$ cat src/common/uart_debug_consts.svh
`ifndef UART_DEBUG_CONSTS_SVH
`define UART_DEBUG_CONSTS_SVH

// System clock of the decoder board
`define UART_DEBUG_CLK_HZ 27000000

// Debug console line rate
`define UART_DEBUG_BAUD 115200

// Integer division, about 234 clocks per bit at 27 MHz
`define UART_DEBUG_CLKS_PER_BIT (`UART_DEBUG_CLK_HZ / `UART_DEBUG_BAUD)

// One report per second
`define UART_DEBUG_REPORT_PERIOD 27000000

// Characters per report line, CR LF included
`define UART_DEBUG_LINE_LEN 85

`endif

$ cat src/common/debug_msg_pkg.sv
package debug_msg_pkg;

    // One ASCII character on the serial line
    typedef logic [7:0] char_t;

    // How a field of the report line is rendered
    typedef enum logic [1:0] {
        FK_FLAG,   // Single bit printed as 0 or 1
        FK_HEX,    // Uppercase hex digits, count set per field
        FK_LABEL   // Literal characters only, used for CR LF
    } field_kind_e;

endpackage

$ cat src/common/debug_status_pkg.sv
package debug_status_pkg;

    // Memory shim state word as the shim exports it
    typedef struct packed {
        logic [1:0] cmd;    // Skid buffer command, 0 none 2 read 3 write
        logic       saved;  // Command parked in the skid buffer
        logic       state;  // Shim FSM state bit
    } shim_state_f_t;

    // Printed whole as M, command field printed again as SC
    typedef union packed {
        logic [3:0]    raw;
        shim_state_f_t f;
    } shim_state_u;

    // SDRAM word address
    typedef logic [28:0] addr_t;

    // Read, write and frame counters
    typedef logic [15:0] count16_t;

    // Active region coordinate, only the low 12 bits get printed
    typedef logic [12:0] coord12_t;

endpackage

$ cat src/report/report_formatter.sv
`timescale 1ns/10ps
`include "uart_debug_consts.svh"

module report_formatter (
    input  logic                          clk,
    input  logic                          rst_n,
    input  logic                          snap_valid,
    input  logic                          snap_locked,
    input  logic                          snap_active,
    input  logic                          snap_busy,
    input  logic                          snap_valid_flag,
    input  debug_status_pkg::coord12_t    snap_arx,
    input  debug_status_pkg::coord12_t    snap_ary,
    input  logic [8:0]                    snap_init_cnt,
    input  debug_status_pkg::shim_state_u snap_shim_state,
    input  debug_status_pkg::count16_t    snap_mem_wr_count,
    input  debug_status_pkg::count16_t    snap_mem_rd_count,
    input  debug_status_pkg::addr_t       snap_mem_addr,
    input  logic                          snap_watchdog,
    input  logic [2:0]                    snap_vs_edge_cnt,
    input  debug_status_pkg::count16_t    snap_frame_cnt,
    input  logic                          tx_ready,
    output debug_msg_pkg::char_t          tx_char,
    output logic                          tx_valid,
    output logic                          line_busy
);
    import debug_msg_pkg::*;

    localparam int         LINE_LEN  = `UART_DEBUG_LINE_LEN;
    localparam logic [3:0] LAST_DATA = 4'd14;  // FC, the only field without a trailing space

    localparam logic [1:0] S_IDLE = 2'd0;
    localparam logic [1:0] S_LOAD = 2'd1;
    localparam logic [1:0] S_SEND = 2'd2;

    logic [1:0]  state;
    logic [3:0]  field_idx;
    logic [3:0]  pos;        // Character position inside the current field
    logic [6:0]  char_idx;

    char_t       lab0;
    char_t       lab1;
    field_kind_e kind;
    logic [3:0]  hex_dig;
    logic [31:0] val;
    logic [3:0]  lab_len;
    logic [3:0]  n_dig;
    logic [3:0]  digit_sel;
    logic [3:0]  nibble;
    logic [3:0]  field_len;
    logic        field_end;
    char_t       cur_char;

    function automatic char_t to_hex(input logic [3:0] nib);
        return (nib < 4'd10) ? 8'h30 + {4'h0, nib} : 8'h37 + {4'h0, nib};
    endfunction

    // Field table
    always_comb begin
        lab1    = 8'h00;
        kind    = FK_HEX;
        hex_dig = 4'd1;
        val     = '0;
        case (field_idx)
            4'd0:  begin lab0 = "L"; kind = FK_FLAG; val[0] = snap_locked; end
            4'd1:  begin lab0 = "A"; kind = FK_FLAG; val[0] = snap_active; end
            4'd2:  begin lab0 = "B"; kind = FK_FLAG; val[0] = snap_busy; end
            4'd3:  begin lab0 = "V"; kind = FK_FLAG; val[0] = snap_valid_flag; end
            4'd4:  begin lab0 = "X"; hex_dig = 4'd3; val[11:0] = snap_arx[11:0]; end
            4'd5:  begin lab0 = "Y"; hex_dig = 4'd3; val[11:0] = snap_ary[11:0]; end
            4'd6:  begin lab0 = "I"; hex_dig = 4'd3; val[8:0] = snap_init_cnt; end
            4'd7:  begin lab0 = "M"; val[3:0] = snap_shim_state.raw; end
            4'd8:  begin lab0 = "S"; lab1 = "C"; val[1:0] = snap_shim_state.f.cmd; end
            4'd9:  begin lab0 = "W"; hex_dig = 4'd4; val[15:0] = snap_mem_wr_count; end
            4'd10: begin lab0 = "P"; hex_dig = 4'd4; val[15:0] = snap_mem_rd_count; end
            4'd11: begin lab0 = "@"; hex_dig = 4'd8; val[28:0] = snap_mem_addr; end
            4'd12: begin lab0 = "O"; kind = FK_FLAG; val[0] = snap_watchdog; end
            4'd13: begin lab0 = "N"; val[2:0] = snap_vs_edge_cnt; end
            4'd14: begin lab0 = "F"; lab1 = "C"; hex_dig = 4'd4; val[15:0] = snap_frame_cnt; end
            default: begin
                lab0    = 8'h0D;  // CR
                lab1    = 8'h0A;  // LF
                kind    = FK_LABEL;
                hex_dig = 4'd0;
            end
        endcase
    end

    // Character at the current position
    always_comb begin
        lab_len   = (lab1 == 8'h00) ? 4'd1 : 4'd2;
        n_dig     = (kind == FK_FLAG) ? 4'd1 : hex_dig;
        digit_sel = n_dig + lab_len - pos;  // Most significant digit first
        nibble    = 4'(val >> {digit_sel, 2'b00});
        if (kind == FK_LABEL)
            field_len = lab_len;
        else
            field_len = lab_len + n_dig + ((field_idx == LAST_DATA) ? 4'd1 : 4'd2);
        field_end = (pos == field_len - 4'd1);

        if (pos < lab_len)
            cur_char = (pos == 4'd0) ? lab0 : lab1;
        else if (pos == lab_len)
            cur_char = ":";
        else if (pos <= lab_len + n_dig)
            cur_char = (kind == FK_FLAG) ? (val[0] ? "1" : "0") : to_hex(nibble);
        else
            cur_char = " ";
    end

    // Indices only move after a handshake, so the character holds under tx_valid
    assign tx_char = cur_char;

    always_ff @(posedge clk or negedge rst_n) begin
        if (!rst_n) begin
            state     <= S_IDLE;
            field_idx <= '0;
            pos       <= '0;
            char_idx  <= '0;
            tx_valid  <= 1'b0;
            line_busy <= 1'b0;
        end else begin
            case (state)
                S_IDLE: begin
                    if (snap_valid) begin
                        field_idx <= '0;
                        pos       <= '0;
                        char_idx  <= '0;
                        line_busy <= 1'b1;
                        state     <= S_LOAD;
                    end
                end
                S_LOAD: begin
                    tx_valid <= 1'b1;
                    state    <= S_SEND;
                end
                S_SEND: begin
                    if (tx_ready) begin
                        tx_valid <= 1'b0;  // Low for a cycle between bytes
                        if (char_idx == 7'(LINE_LEN - 1)) begin
                            line_busy <= 1'b0;
                            state     <= S_IDLE;
                        end else begin
                            char_idx <= char_idx + 7'd1;
                            if (field_end) begin
                                field_idx <= field_idx + 4'd1;
                                pos       <= '0;
                            end else begin
                                pos <= pos + 4'd1;
                            end
                            state <= S_LOAD;
                        end
                    end
                end
                default: state <= S_IDLE;
            endcase
        end
    end

    assert property (@(posedge clk) disable iff (!rst_n) tx_valid && tx_ready |=> !tx_valid)
        else $error("tx_valid held past an accepted byte");

    assert property (@(posedge clk) disable iff (!rst_n) char_idx < 7'(LINE_LEN))
        else $error("Character index ran past the end of the line");

endmodule

$ cat src/uart/uart_tx.sv
`timescale 1ns/10ps
`include "uart_debug_consts.svh"

module uart_tx #(
    parameter int CLKS_PER_BIT = `UART_DEBUG_CLKS_PER_BIT
) (
    input  logic                 clk,
    input  logic                 rst_n,
    input  debug_msg_pkg::char_t tx_char,
    input  logic                 tx_valid,
    output logic                 tx_ready,
    output logic                 tx_pin
);

    localparam int CW = (CLKS_PER_BIT > 1) ? $clog2(CLKS_PER_BIT) : 1;

    logic [CW-1:0] clk_cnt;
    logic [3:0]    bit_cnt;  // 0 is the start bit, 9 the stop bit
    logic [8:0]    shift;    // Data bits then the stop bit, LSB out first

    always_ff @(posedge clk or negedge rst_n) begin
        if (!rst_n) begin
            tx_ready <= 1'b1;
            tx_pin   <= 1'b1;
            clk_cnt  <= '0;
            bit_cnt  <= '0;
        end else if (tx_ready) begin
            if (tx_valid) begin
                tx_ready <= 1'b0;
                tx_pin   <= 1'b0;  // Start bit
                clk_cnt  <= '0;
                bit_cnt  <= '0;
            end
        end else if (clk_cnt == CW'(CLKS_PER_BIT - 1)) begin
            clk_cnt <= '0;
            if (bit_cnt == 4'd9) begin
                tx_ready <= 1'b1;  // Stop bit done, pin already high
            end else begin
                tx_pin  <= shift[0];
                bit_cnt <= bit_cnt + 4'd1;
            end
        end else begin
            clk_cnt <= clk_cnt + 1'b1;
        end
    end

    always_ff @(posedge clk) begin
        if (tx_ready && tx_valid)
            shift <= {1'b1, tx_char};
        else if (!tx_ready && clk_cnt == CW'(CLKS_PER_BIT - 1) && bit_cnt != 4'd9)
            shift <= {1'b1, shift[8:1]};
    end

    // Idle line is a mark
    assert property (@(posedge clk) disable iff (!rst_n) tx_ready |-> tx_pin)
        else $error("UART ready while the line is not idle");

endmodule

$ cat src/verilog/status_sampler.sv
`timescale 1ns/10ps
`include "uart_debug_consts.svh"

module status_sampler #(
    parameter int REPORT_PERIOD = `UART_DEBUG_REPORT_PERIOD
) (
    input  logic                          clk,
    input  logic                          rst_n,
    input  logic                          locked,
    input  logic                          active,
    input  logic                          busy,
    input  logic                          valid,
    input  debug_status_pkg::coord12_t    arx,
    input  debug_status_pkg::coord12_t    ary,
    input  logic [8:0]                    init_cnt,
    input  debug_status_pkg::shim_state_u shim_state,
    input  debug_status_pkg::count16_t    mem_wr_count,
    input  debug_status_pkg::count16_t    mem_rd_count,
    input  debug_status_pkg::addr_t       mem_addr,
    input  logic                          watchdog_rst,    // Active low pulse
    input  logic [2:0]                    core_vs_edge_cnt,
    input  debug_status_pkg::count16_t    core_frame_cnt,
    input  logic                          line_busy,
    output logic                          snap_valid,
    output logic                          snap_locked,
    output logic                          snap_active,
    output logic                          snap_busy,
    output logic                          snap_valid_flag,
    output debug_status_pkg::coord12_t    snap_arx,
    output debug_status_pkg::coord12_t    snap_ary,
    output logic [8:0]                    snap_init_cnt,
    output debug_status_pkg::shim_state_u snap_shim_state,
    output debug_status_pkg::count16_t    snap_mem_wr_count,
    output debug_status_pkg::count16_t    snap_mem_rd_count,
    output debug_status_pkg::addr_t       snap_mem_addr,
    output logic                          snap_watchdog,
    output logic [2:0]                    snap_vs_edge_cnt,
    output debug_status_pkg::count16_t    snap_frame_cnt
);
    import debug_msg_pkg::*;

    localparam int TW = (REPORT_PERIOD > 1) ? $clog2(REPORT_PERIOD) : 1;

    logic [TW-1:0] timer;
    logic          wd_latch;
    logic          accept;

    // Ticks that land mid-line are dropped, not queued
    assign accept = (timer == '0) && !line_busy && !snap_valid;

    always_ff @(posedge clk or negedge rst_n) begin
        if (!rst_n) begin
            timer      <= '0;
            wd_latch   <= 1'b0;
            snap_valid <= 1'b0;
        end else begin
            timer      <= (timer == TW'(REPORT_PERIOD - 1)) ? '0 : timer + 1'b1;
            snap_valid <= accept;
            if (accept)
                wd_latch <= !watchdog_rst;  // A pulse right now carries into the next report
            else if (!watchdog_rst)
                wd_latch <= 1'b1;
        end
    end

    // Snapshot holds still while the formatter walks it
    always_ff @(posedge clk) begin
        if (accept) begin
            snap_locked       <= locked;
            snap_active       <= active;
            snap_busy         <= busy;
            snap_valid_flag   <= valid;
            snap_arx          <= arx;
            snap_ary          <= ary;
            snap_init_cnt     <= init_cnt;
            snap_shim_state   <= shim_state;
            snap_mem_wr_count <= mem_wr_count;
            snap_mem_rd_count <= mem_rd_count;
            snap_mem_addr     <= mem_addr;
            snap_watchdog     <= wd_latch | !watchdog_rst;
            snap_vs_edge_cnt  <= core_vs_edge_cnt;
            snap_frame_cnt    <= core_frame_cnt;
        end
    end

    // A new snapshot under a line in flight would tear the printed fields
    assert property (@(posedge clk) disable iff (!rst_n) $rose(snap_valid) |-> !line_busy)
        else $error("Snapshot strobe while line busy, kind %0d fields would tear", FK_HEX);

endmodule

$ cat src/verilog/uart_debug_top.sv
`timescale 1ns/10ps
`include "uart_debug_consts.svh"

module uart_debug_top #(
    parameter int REPORT_PERIOD = `UART_DEBUG_REPORT_PERIOD,
    parameter int CLKS_PER_BIT  = `UART_DEBUG_CLKS_PER_BIT
) (
    input  logic                          clk,
    input  logic                          rst_n,
    input  logic                          locked,
    input  logic                          active,
    input  logic                          busy,
    input  logic                          valid,
    input  debug_status_pkg::coord12_t    arx,
    input  debug_status_pkg::coord12_t    ary,
    input  logic [8:0]                    init_cnt,
    input  debug_status_pkg::shim_state_u shim_state,
    input  debug_status_pkg::count16_t    mem_wr_count,
    input  debug_status_pkg::count16_t    mem_rd_count,
    input  debug_status_pkg::addr_t       mem_addr,
    input  logic                          watchdog_rst,
    input  logic [2:0]                    core_vs_edge_cnt,
    input  debug_status_pkg::count16_t    core_frame_cnt,
    output logic                          tx_pin
);
    import debug_status_pkg::*;
    import debug_msg_pkg::*;

    logic        snap_valid;
    logic        snap_locked;
    logic        snap_active;
    logic        snap_busy;
    logic        snap_valid_flag;
    coord12_t    snap_arx;
    coord12_t    snap_ary;
    logic [8:0]  snap_init_cnt;
    shim_state_u snap_shim_state;
    count16_t    snap_mem_wr_count;
    count16_t    snap_mem_rd_count;
    addr_t       snap_mem_addr;
    logic        snap_watchdog;
    logic [2:0]  snap_vs_edge_cnt;
    count16_t    snap_frame_cnt;
    logic        line_busy;
    char_t       tx_char;
    logic        tx_valid;
    logic        tx_ready;

    status_sampler #(.REPORT_PERIOD(REPORT_PERIOD)) u_sampler (.*);

    // Snapshot to ASCII line
    report_formatter u_formatter (.*);

    uart_tx #(.CLKS_PER_BIT(CLKS_PER_BIT)) u_uart (.*);

endmodule
$ cat config.mk
export PLATFORM = sky130hd
export DESIGN_NAME = uart_debug_top
export DESIGN_NICKNAME = d
export VERILOG_FILES = /design/src/common/debug_msg_pkg.sv /design/src/common/debug_status_pkg.sv /design/src/report/report_formatter.sv /design/src/uart/uart_tx.sv /design/src/verilog/status_sampler.sv /design/src/verilog/uart_debug_top.sv
export VERILOG_INCLUDE_DIRS = /design/src /design/src/common
export SDC_FILE = /design/constraint.sdc
export NUM_CORES = 1
export LEC_CHECK = 0
export BUFFER_PORTS_ARGS = -buffer_cell sky130_fd_sc_hd__buf_2
export CORE_MARGIN = 1
export CORE_UTILIZATION = 49
export CTS_BUF_LIST = sky130_fd_sc_hd__clkbuf_4 sky130_fd_sc_hd__clkbuf_8
export CTS_CLUSTER_DIAMETER = 30
export DETAILED_ROUTE_END_ITERATION = 12
export PLACE_DENSITY = 0.72
export RECOVER_POWER = 25
export SYNTH_ARGS = -nofsm -noshare
export SYNTH_HDL_FRONTEND = slang
export SYNTH_HIERARCHICAL = 1
export SYNTH_SLANG_ARGS = --single-unit
$ cat constraint.sdc
create_clock -name clk -period 8.4 [get_ports clk]
set_input_delay 0.42 -clock clk [delete_from_list [all_inputs] [get_ports clk]]
set_output_delay 0.42 -clock clk [all_outputs]
set_load 0.03 [all_outputs]
==> key figures, run 1 <==
Worst setup path
  – Worst setup SP type: flip-flop
  – Worst reg2reg path depth: 22
  – RR Startpoint: u_formatter/field_idx[0]
  – Critical path type: flip-flop to flip-flop
  – CP endpoint kind: flip-flop
  – Crit-path cells: inv_1 > ha_1 > buf_4 > and2_4 > o21a_1 > a21oi_1 > ha_1 > inv_1 > fa_1 > fa_1 > nor2b_1 > o2bb2ai_1 > nand3_1 > o31ai_1 > a31oi_1 > nor2_1 > inv_1 > ha_1 > o21a_1 > o21bai_1 > a22oi_1 > mux2_2
  – Worst EP required: 8.62 ns
  – Reg2reg end: u_uart/shift[4]
  – Crit path DAT: 6.26 ns
  – Flop2flop setup slack: 2.36 ns
  – Crit path largest cell delay: 0.96 ns
  – CP Max Fanout: 44
  – Crit-path slowest cell: fa_1

Placement
  – DP Worst Slack: 2.38 ns
  – Final estimated routing congestion in global placement: 0.864
  – Post-DP HPWL: 14.1 mm
  – IO Port Bufs: 124

Timing
  – Crit path time final: 6.04 ns
  – Slew @ Worst Pin: 1.06 ns
  – Slew margin rel.: 29.4%
  – Setup TNS: 0 ns
  – RSZ-0062 raised after global routing: false
  – Final hold vios: 0
  – Count of final setup violators: 0
  – Fin. max-slew vios: 0
  – Tcrit/Tclk final: 71.9%
  – Max Freq: 166 MHz
  – Skew final: 0.0260 ns
  – Setup ws final: 2.36 ns

Global route
  – Pin count of the biggest net entering global routing: 85
  – First-pass GRT wire length: 33.8 mm
  – Tot GR Track Use: 21.8%
  – Vias in the first global route: 6618
  – Total grt overflow: 0
  – Initial antenna violation count: 0

Layout
  – Register area: 0.00541 mm^2
  – Diodes inserted: 0
  – Area of the multi-input gates: 0.00374 mm^2
  – Final #Nets: 1070
  – Fill count: 1547
  – Area grow syn2layout: 13.0%
  – Layout cells sized above 1: 22.2%

Route
  – Pre-antenna DRT Iters: 5
  – Antenna-violating nets left: 0
  – DRC: 0
  – Final wirelength: 20.5 mm
  – Initial DRC count: 632
  – Post-DR vias/cell: 5.78
  – Vias after detailed routing: 6871
  – WL/cell: 17.3 um

CTS
  – Clk Latency, worst-skew pair: 0.48 ns
  – Root buf cell: clkbuf_8
  – Post-CTS Setup Bufs: 0
  – Htree depth: 4
  – Post-cts gate resize count: 0
  – Clk slew on worst S/H paths: 0.10 ns
  – Inserted Clock Buffers: 17
  – CTS sink count: 190
  – CTS tree: built
  – CTS hold repair buffers: 0
  – Bufs on Longest Clock Path: 2

Die
  – Starting Density: 50.4%
  – I/O pin count: 127
  – Die Width: 141 um
  – Total die area: 0.0199 mm^2
  – Die height: 141 um
  – Row count: 50
  – CORE AREA: 0.0188 mm^2

Job
  – Max_cap viols: 0

Power and ir drop
  – PD cells: 153 mW/mm^2
  – P_leak: 0.00414 uW
  – Peak supply drop: 0.101 mV
  – Tot Pwr: 1650 uW

Yosys
  – Mapped Cells: 801
  – Syn Std Cell Area: 0.00949 mm^2
  – Syn_area_per_cell: 11.8 um^2
  – Syn_nets: 956
  – Synth warnings: 6

Run status
  – Outcome: finished clean

Worst hold path
  – Hold WC Path Type: input port to async pin
-- flip-flops by register name, indices dropped and copies added, names as in the netlist, 7 cells and up --
signal	cells
u_uart/clk_cnt	8
u_sampler/snap_mem_addr	29
u_uart/shift	8
u_formatter/char_idx	7
u_sampler/snap_arx	12
u_sampler/snap_mem_rd_count	16
u_sampler/snap_init_cnt	9
u_sampler/snap_ary	12
u_sampler/timer	25
u_sampler/snap_frame_cnt	16
u_sampler/snap_mem_wr_count	16
-- area by class of cell --
| cell class | count | area share [%] |
|---|---|---|
| clock buffers | 17 | 2.18 |
| clock inverters | 15 | 1.71 |
| inverters | 37 | 1.29 |
| multi-input cells | 535 | 34.9 |
| flip-flops and latches | 190 | 50.4 |
| well taps | 260 | 3.03 |
| repair buffers | 134 | 6.48 |
-- cells in the final DEF, fill, tap and decap left out, drive strengths merged, types with 5 or more instances in the layout --
cell,n
or3,8
a222oi,13
nor3,11
o21ai,48
a22oi,16
mux2i,7
mux2,10
xor2,16
and3,7
clkbuf,17
nand3,34
ha,26
nor4,11
a221oi,6
a31oi,9
edfxtp,130
a21o,9
nand4,12
nand3b,6
dfrtp,58
nand2,62
o31ai,5
o22ai,10
a21oi,36
nand2b,9
a211oi,6
clkinv,5
nor2,47
or4,8
o211ai,5
inv,45
buf,134
xnor2,16
nor2b,10
-- critical path, delay by kind of cell, from the launching register on --
family,cells,cell delay [ns]
AO/OA/AOI/OAI,8,1.49
flip-flops,1,0.44
adder cells (fa/ha/maj),5,2.15
AND/OR/NAND/NOR,4,0.88
multiplexers,1,0.27
buffers and inverters,4,0.51
-- power breakdown --
group | internal [uW] | switching, uW | total, uW
logic | 19.9 | 13.7 | 33.7
clock network | 232 | 380 | 611
registers | 1000 | 0.00000000000000674 | 1000
-- layer usage --
layer | share of wire, % | up-vias | track usage [%]
met5 | 0 | - | 0
met4 | 1.4 | 0 | 6.12
met3 | 5.8 | 28 | 4.18
met2 | 45 | 246 | 33.5
met1 | 48 | 3317 | 31.6
li1 | - | 3280 | -
-- through the flow --
stage	utilization [%]	std cells	hold WS (ns)	cell area [um^2]
global route	57.0	1188	0.0607	10700
finish	57.0	1188	0.0924	10700
CTS	57.0	1188	0.0784	10700
global placement	54.8	1156	0.449	10300
floorplan	-	801	0.124	9490
detailed placement	54.8	1156	0.441	10300
-- worst max path at each step --
stage                             start                   end  cells after the start
2_1_floorplan        u_sampler/timer[0]  u_sampler/snap_valid                      5
3_3_place_gp   u_formatter/field_idx[0]       u_uart/shift[4]                     22
3_5_place_dp   u_formatter/field_idx[0]       u_uart/shift[4]                     22
4_1_cts        u_formatter/field_idx[0]       u_uart/shift[4]                     22
5_1_grt        u_formatter/field_idx[0]       u_uart/shift[4]                     21
6_report       u_formatter/field_idx[0]       u_uart/shift[4]                     22
Power figures use the tool's default switching activity.
==> run 2: changes to the inputs <==
clock period = 6.13 ns   (was 8.4 ns; I/O delays follow)
==> run 2 against run 1 <==
  * The run now ends with capacitance limit, slew limit left
  * Total power grew 46%
  * Routed wire length up 19%
  * Sequential power up 37%
  * Die area stayed put
  * Largest cell class unchanged
  * Clock power grew 50%
  * Hold slack lost 0.060 ns
==> key figures, run 2 (same netlist as run 1, synthesis figures left out) <==
Worst setup path
  – Flop2flop setup slack: 0.80 ns (-1.57 ns)
  – Crit-path cells: nor2b_1 > o21a_1 > a21oi_1 > buf_4 > ha_1 > inv_1 > fa_1 > nand2b_1 > o21a_1 > ha_1 > xnor2_1 > nand3_1 > o31ai_1 > a31oi_1 > nor2_1 > inv_1 > ha_1 > o21a_1 > o21bai_1 > a22oi_1 > mux2_2
  – Worst Path Buf+Inv: 3 (-1)
  – Critical path type: flip-flop to flip-flop
  – Family with the most delay on the worst path: adder cells
  – CP Max Fanout: 18 (-59%)
  – Worst setup SP type: flip-flop
  – Crit path largest cell delay: 0.82 ns (-0.14 ns)
  – CP endpoint kind: flip-flop
  – Crit path DAT: 5.55 ns (-0.71 ns)
  – Worst EP required: 6.35 ns (-2.27 ns)
  – Crit-path slowest cell: dfrtp_1

CTS
  – Post-cts gate resize count: 0 (unchanged)
  – Clk slew on worst S/H paths: 0.11 ns (about the same)
  – Clk Latency, worst-skew pair: 0.47 ns (about the same)
  – Htree depth: 4 (unchanged)
  – Inserted Clock Buffers: 17 (unchanged)
  – Root buf cell: clkbuf_8
  – CTS tree: built
  – Bufs on Longest Clock Path: 2 (unchanged)
  – CTS sink count: 190 (unchanged)

Worst hold path
  – Hold WC Path Type: input port to flip-flop

Power and ir drop
  – Psw: 557 uW (+41%)
  – Combinational power share: 4.7% (+2.7 points)
  – Sequential power share: 57.2% (-3.6 points)
  – Clock share of power: 38.2% (+1.0 points)
  – Peak supply drop: 0.151 mV (+50%)
  – Pint: 1840 uW (+47%)
  – P_leak: 0.00470 uW (+14%)
  – PD cells: 199 mW/mm^2 (+30%)
  – Sw Ratio: 23.2% (-0.69 points)

Route
  – Post-DR vias/cell: 5.72 (-1.1%)
  – Antenna-violating nets left: 0 (unchanged)
  – Initial DRC count: 830 (+31%)
  – Pre-antenna DRT Iters: 7 (+2)
  – Vias after detailed routing: 7541 (+9.8%)
  – WL/cell: 18.5 um (+7.1%)
  – Final wirelength: 24.4 mm (+19%)
  – DRC: 0 (unchanged)

Die
  – Row count: 50 (unchanged)
  – Die height: 141 um (unchanged)
  – Die Width: 141 um (unchanged)
  – I/O pin count: 127 (unchanged)
  – Total die area: 0.0199 mm^2 (unchanged)
  – Starting Density: 50.4% (unchanged)
  – CORE AREA: 0.0188 mm^2 (unchanged)

Timing
  – Count of final setup violators: 0 (unchanged)
  – Fin. max-slew vios: 61 (+61)
  – Crit path time final: 5.33 ns (-0.704 ns)
  – Setup TNS: 0 ns (unchanged)
  – Skew final: 0.0244 ns (-0.00155 ns)
  – Hold_ws: 0.0322 ns (-0.0603 ns)
  – RSZ-0062 raised after global routing: false
  – Max Freq: 188 MHz (+13%)
  – Final hold vios: 0 (unchanged)
  – Slew @ Worst Pin: 3.24 ns (+2.18 ns)
  – Slew margin rel.: -116% (-150 points)
  – Tcrit/Tclk final: 87.0% (+15 points)

Layout
  – Diodes inserted: 0 (unchanged)
  – Area grow syn2layout: 26.7%
  – Largest regs: u_sampler/snap_mem_addr (29), u_sampler/timer (25)
  – Most frequent cells in the layout: edfxtp_1 (130), buf_2 (121), dlygate4sd3_1 (120), nand2_1 (62), dfrtp_1 (58)
  – Layout cells sized above 1: 20.0% (-2.2 points)
  – Max FFs per register: 29 (unchanged)
  – Most common cell after layout, fill and taps aside: edfxtp_1
  – Final #Nets: 1200 (+12%)
  – Fin area: 0.0120 mm^2 (+12%)
  – Fill count: 1451 (-6.2%)
  – Largest reg by FF count: u_sampler/snap_mem_addr

Placement
  – Post-DP Area: 0.0104 mm^2 (+0.73%)
  – Final estimated routing congestion in global placement: 0.863 (-0.13%)
  – Post-DP HPWL: 15.1 mm (+6.7%)
  – IO Port Bufs: 124 (unchanged)

Global route
  – Pin count of the biggest net entering global routing: 65 (-24%)
  – Initial antenna violation count: 0 (unchanged)
  – Tot GR Track Use: 25.5% (+3.7 points)
  – Total grt overflow: 0 (unchanged)
  – Vias in the first global route: 7576 (+14%)
  – First-pass GRT wire length: 39.0 mm (+15%)

Run status
  – Failing checks: capacitance limit, slew limit
  – Outcome: finished with violations

Job
  – Max_cap viols: 1 (+1)
==> run 2: timing repair <==
action,4_1_cts,5_1_grt
hold buffers,116,4
hold endpoints to repair,116,4
setup buffers,0,0
==> run 2: path summary, 6_finish.rpt <==
path | start | to | depth (start not counted)
setup / recovery | u_formatter/field_idx[2] | u_uart/shift[4] | 21
hold / removal | mem_addr[23] | u_sampler/snap_mem_addr[23] | 1
setup reg to reg | u_formatter/field_idx[2] | u_uart/shift[4] | 21
hold reg to reg | u_uart/shift[0] | u_uart/tx_pin | 1
max in group asynchronous | rst_n | u_formatter/field_idx[1] | 2
min in group asynchronous | rst_n | u_sampler/timer[20] | 2
==> run 2: layer usage <==
metal  vias up  wire, um  GRT usage (%)
met4         0       423           7.95
met5         -         0              0
met2       344     12100           43.1
li1       3550         -              -
met1      3610      9970           33.2
met3        37      1920           4.89
==> run 2: per-stage QoR <==
| stage | total power, uW | std cells | util [%] | setup slack, ns |
|---|---|---|---|---|
| 6_report | 2400 | 1318 | 63.9 | 0.797 |
| 5_1_grt | 2470 | 1318 | 63.9 | 0.453 |
| 3_3_place_gp | 1450 | 1166 | 55.2 | 0.953 |
| 2_1_floorplan | 1400 | 801 | - | 0.888 |
| 4_1_cts | 2400 | 1314 | 63.7 | 0.858 |
| 3_5_place_dp | 1450 | 1166 | 55.2 | 0.867 |
==> run 2: power by group through the flow <==
stage | clock (uW) | combinational (uW) | sequential (uW)
2_1_floorplan | 0 | 0.508 | 1400
3_3_place_gp | 0 | 47.3 | 1400
3_5_place_dp | 0 | 47.8 | 1400
4_1_cts | 923 | 106 | 1370
5_1_grt | 977 | 120 | 1370
6_report | 915 | 112 | 1370
==> run 2: layout make-up <==
type / count / area (um^2) / area share, %
Inverter: 37 / 139 / 1.15
Multi-Input combinational cell: 535 / 3740 / 31.1
Clock inverter: 15 / 216 / 1.80
Tap cell: 260 / 325 / 2.70
Timing Repair Buffer: 264 / 1960 / 16.3
Clock buffer: 17 / 234 / 1.94
Sequential cell: 190 / 5410 / 45.0
==> run 2: worst reg2reg max path, delay by kind of cell, from the launching register on <==
| kind | cells | cell delay, ns |
|---|---|---|
| buffers and inverters | 3 | 0.32 |
| AO/OA/AOI/OAI | 8 | 1.21 |
| multiplexers | 1 | 0.28 |
| AND/OR/NAND/NOR | 4 | 0.76 |
| adder cells (fa/ha/maj) | 4 | 1.24 |
| XOR/XNOR | 1 | 0.47 |
| flip-flops | 1 | 0.82 |
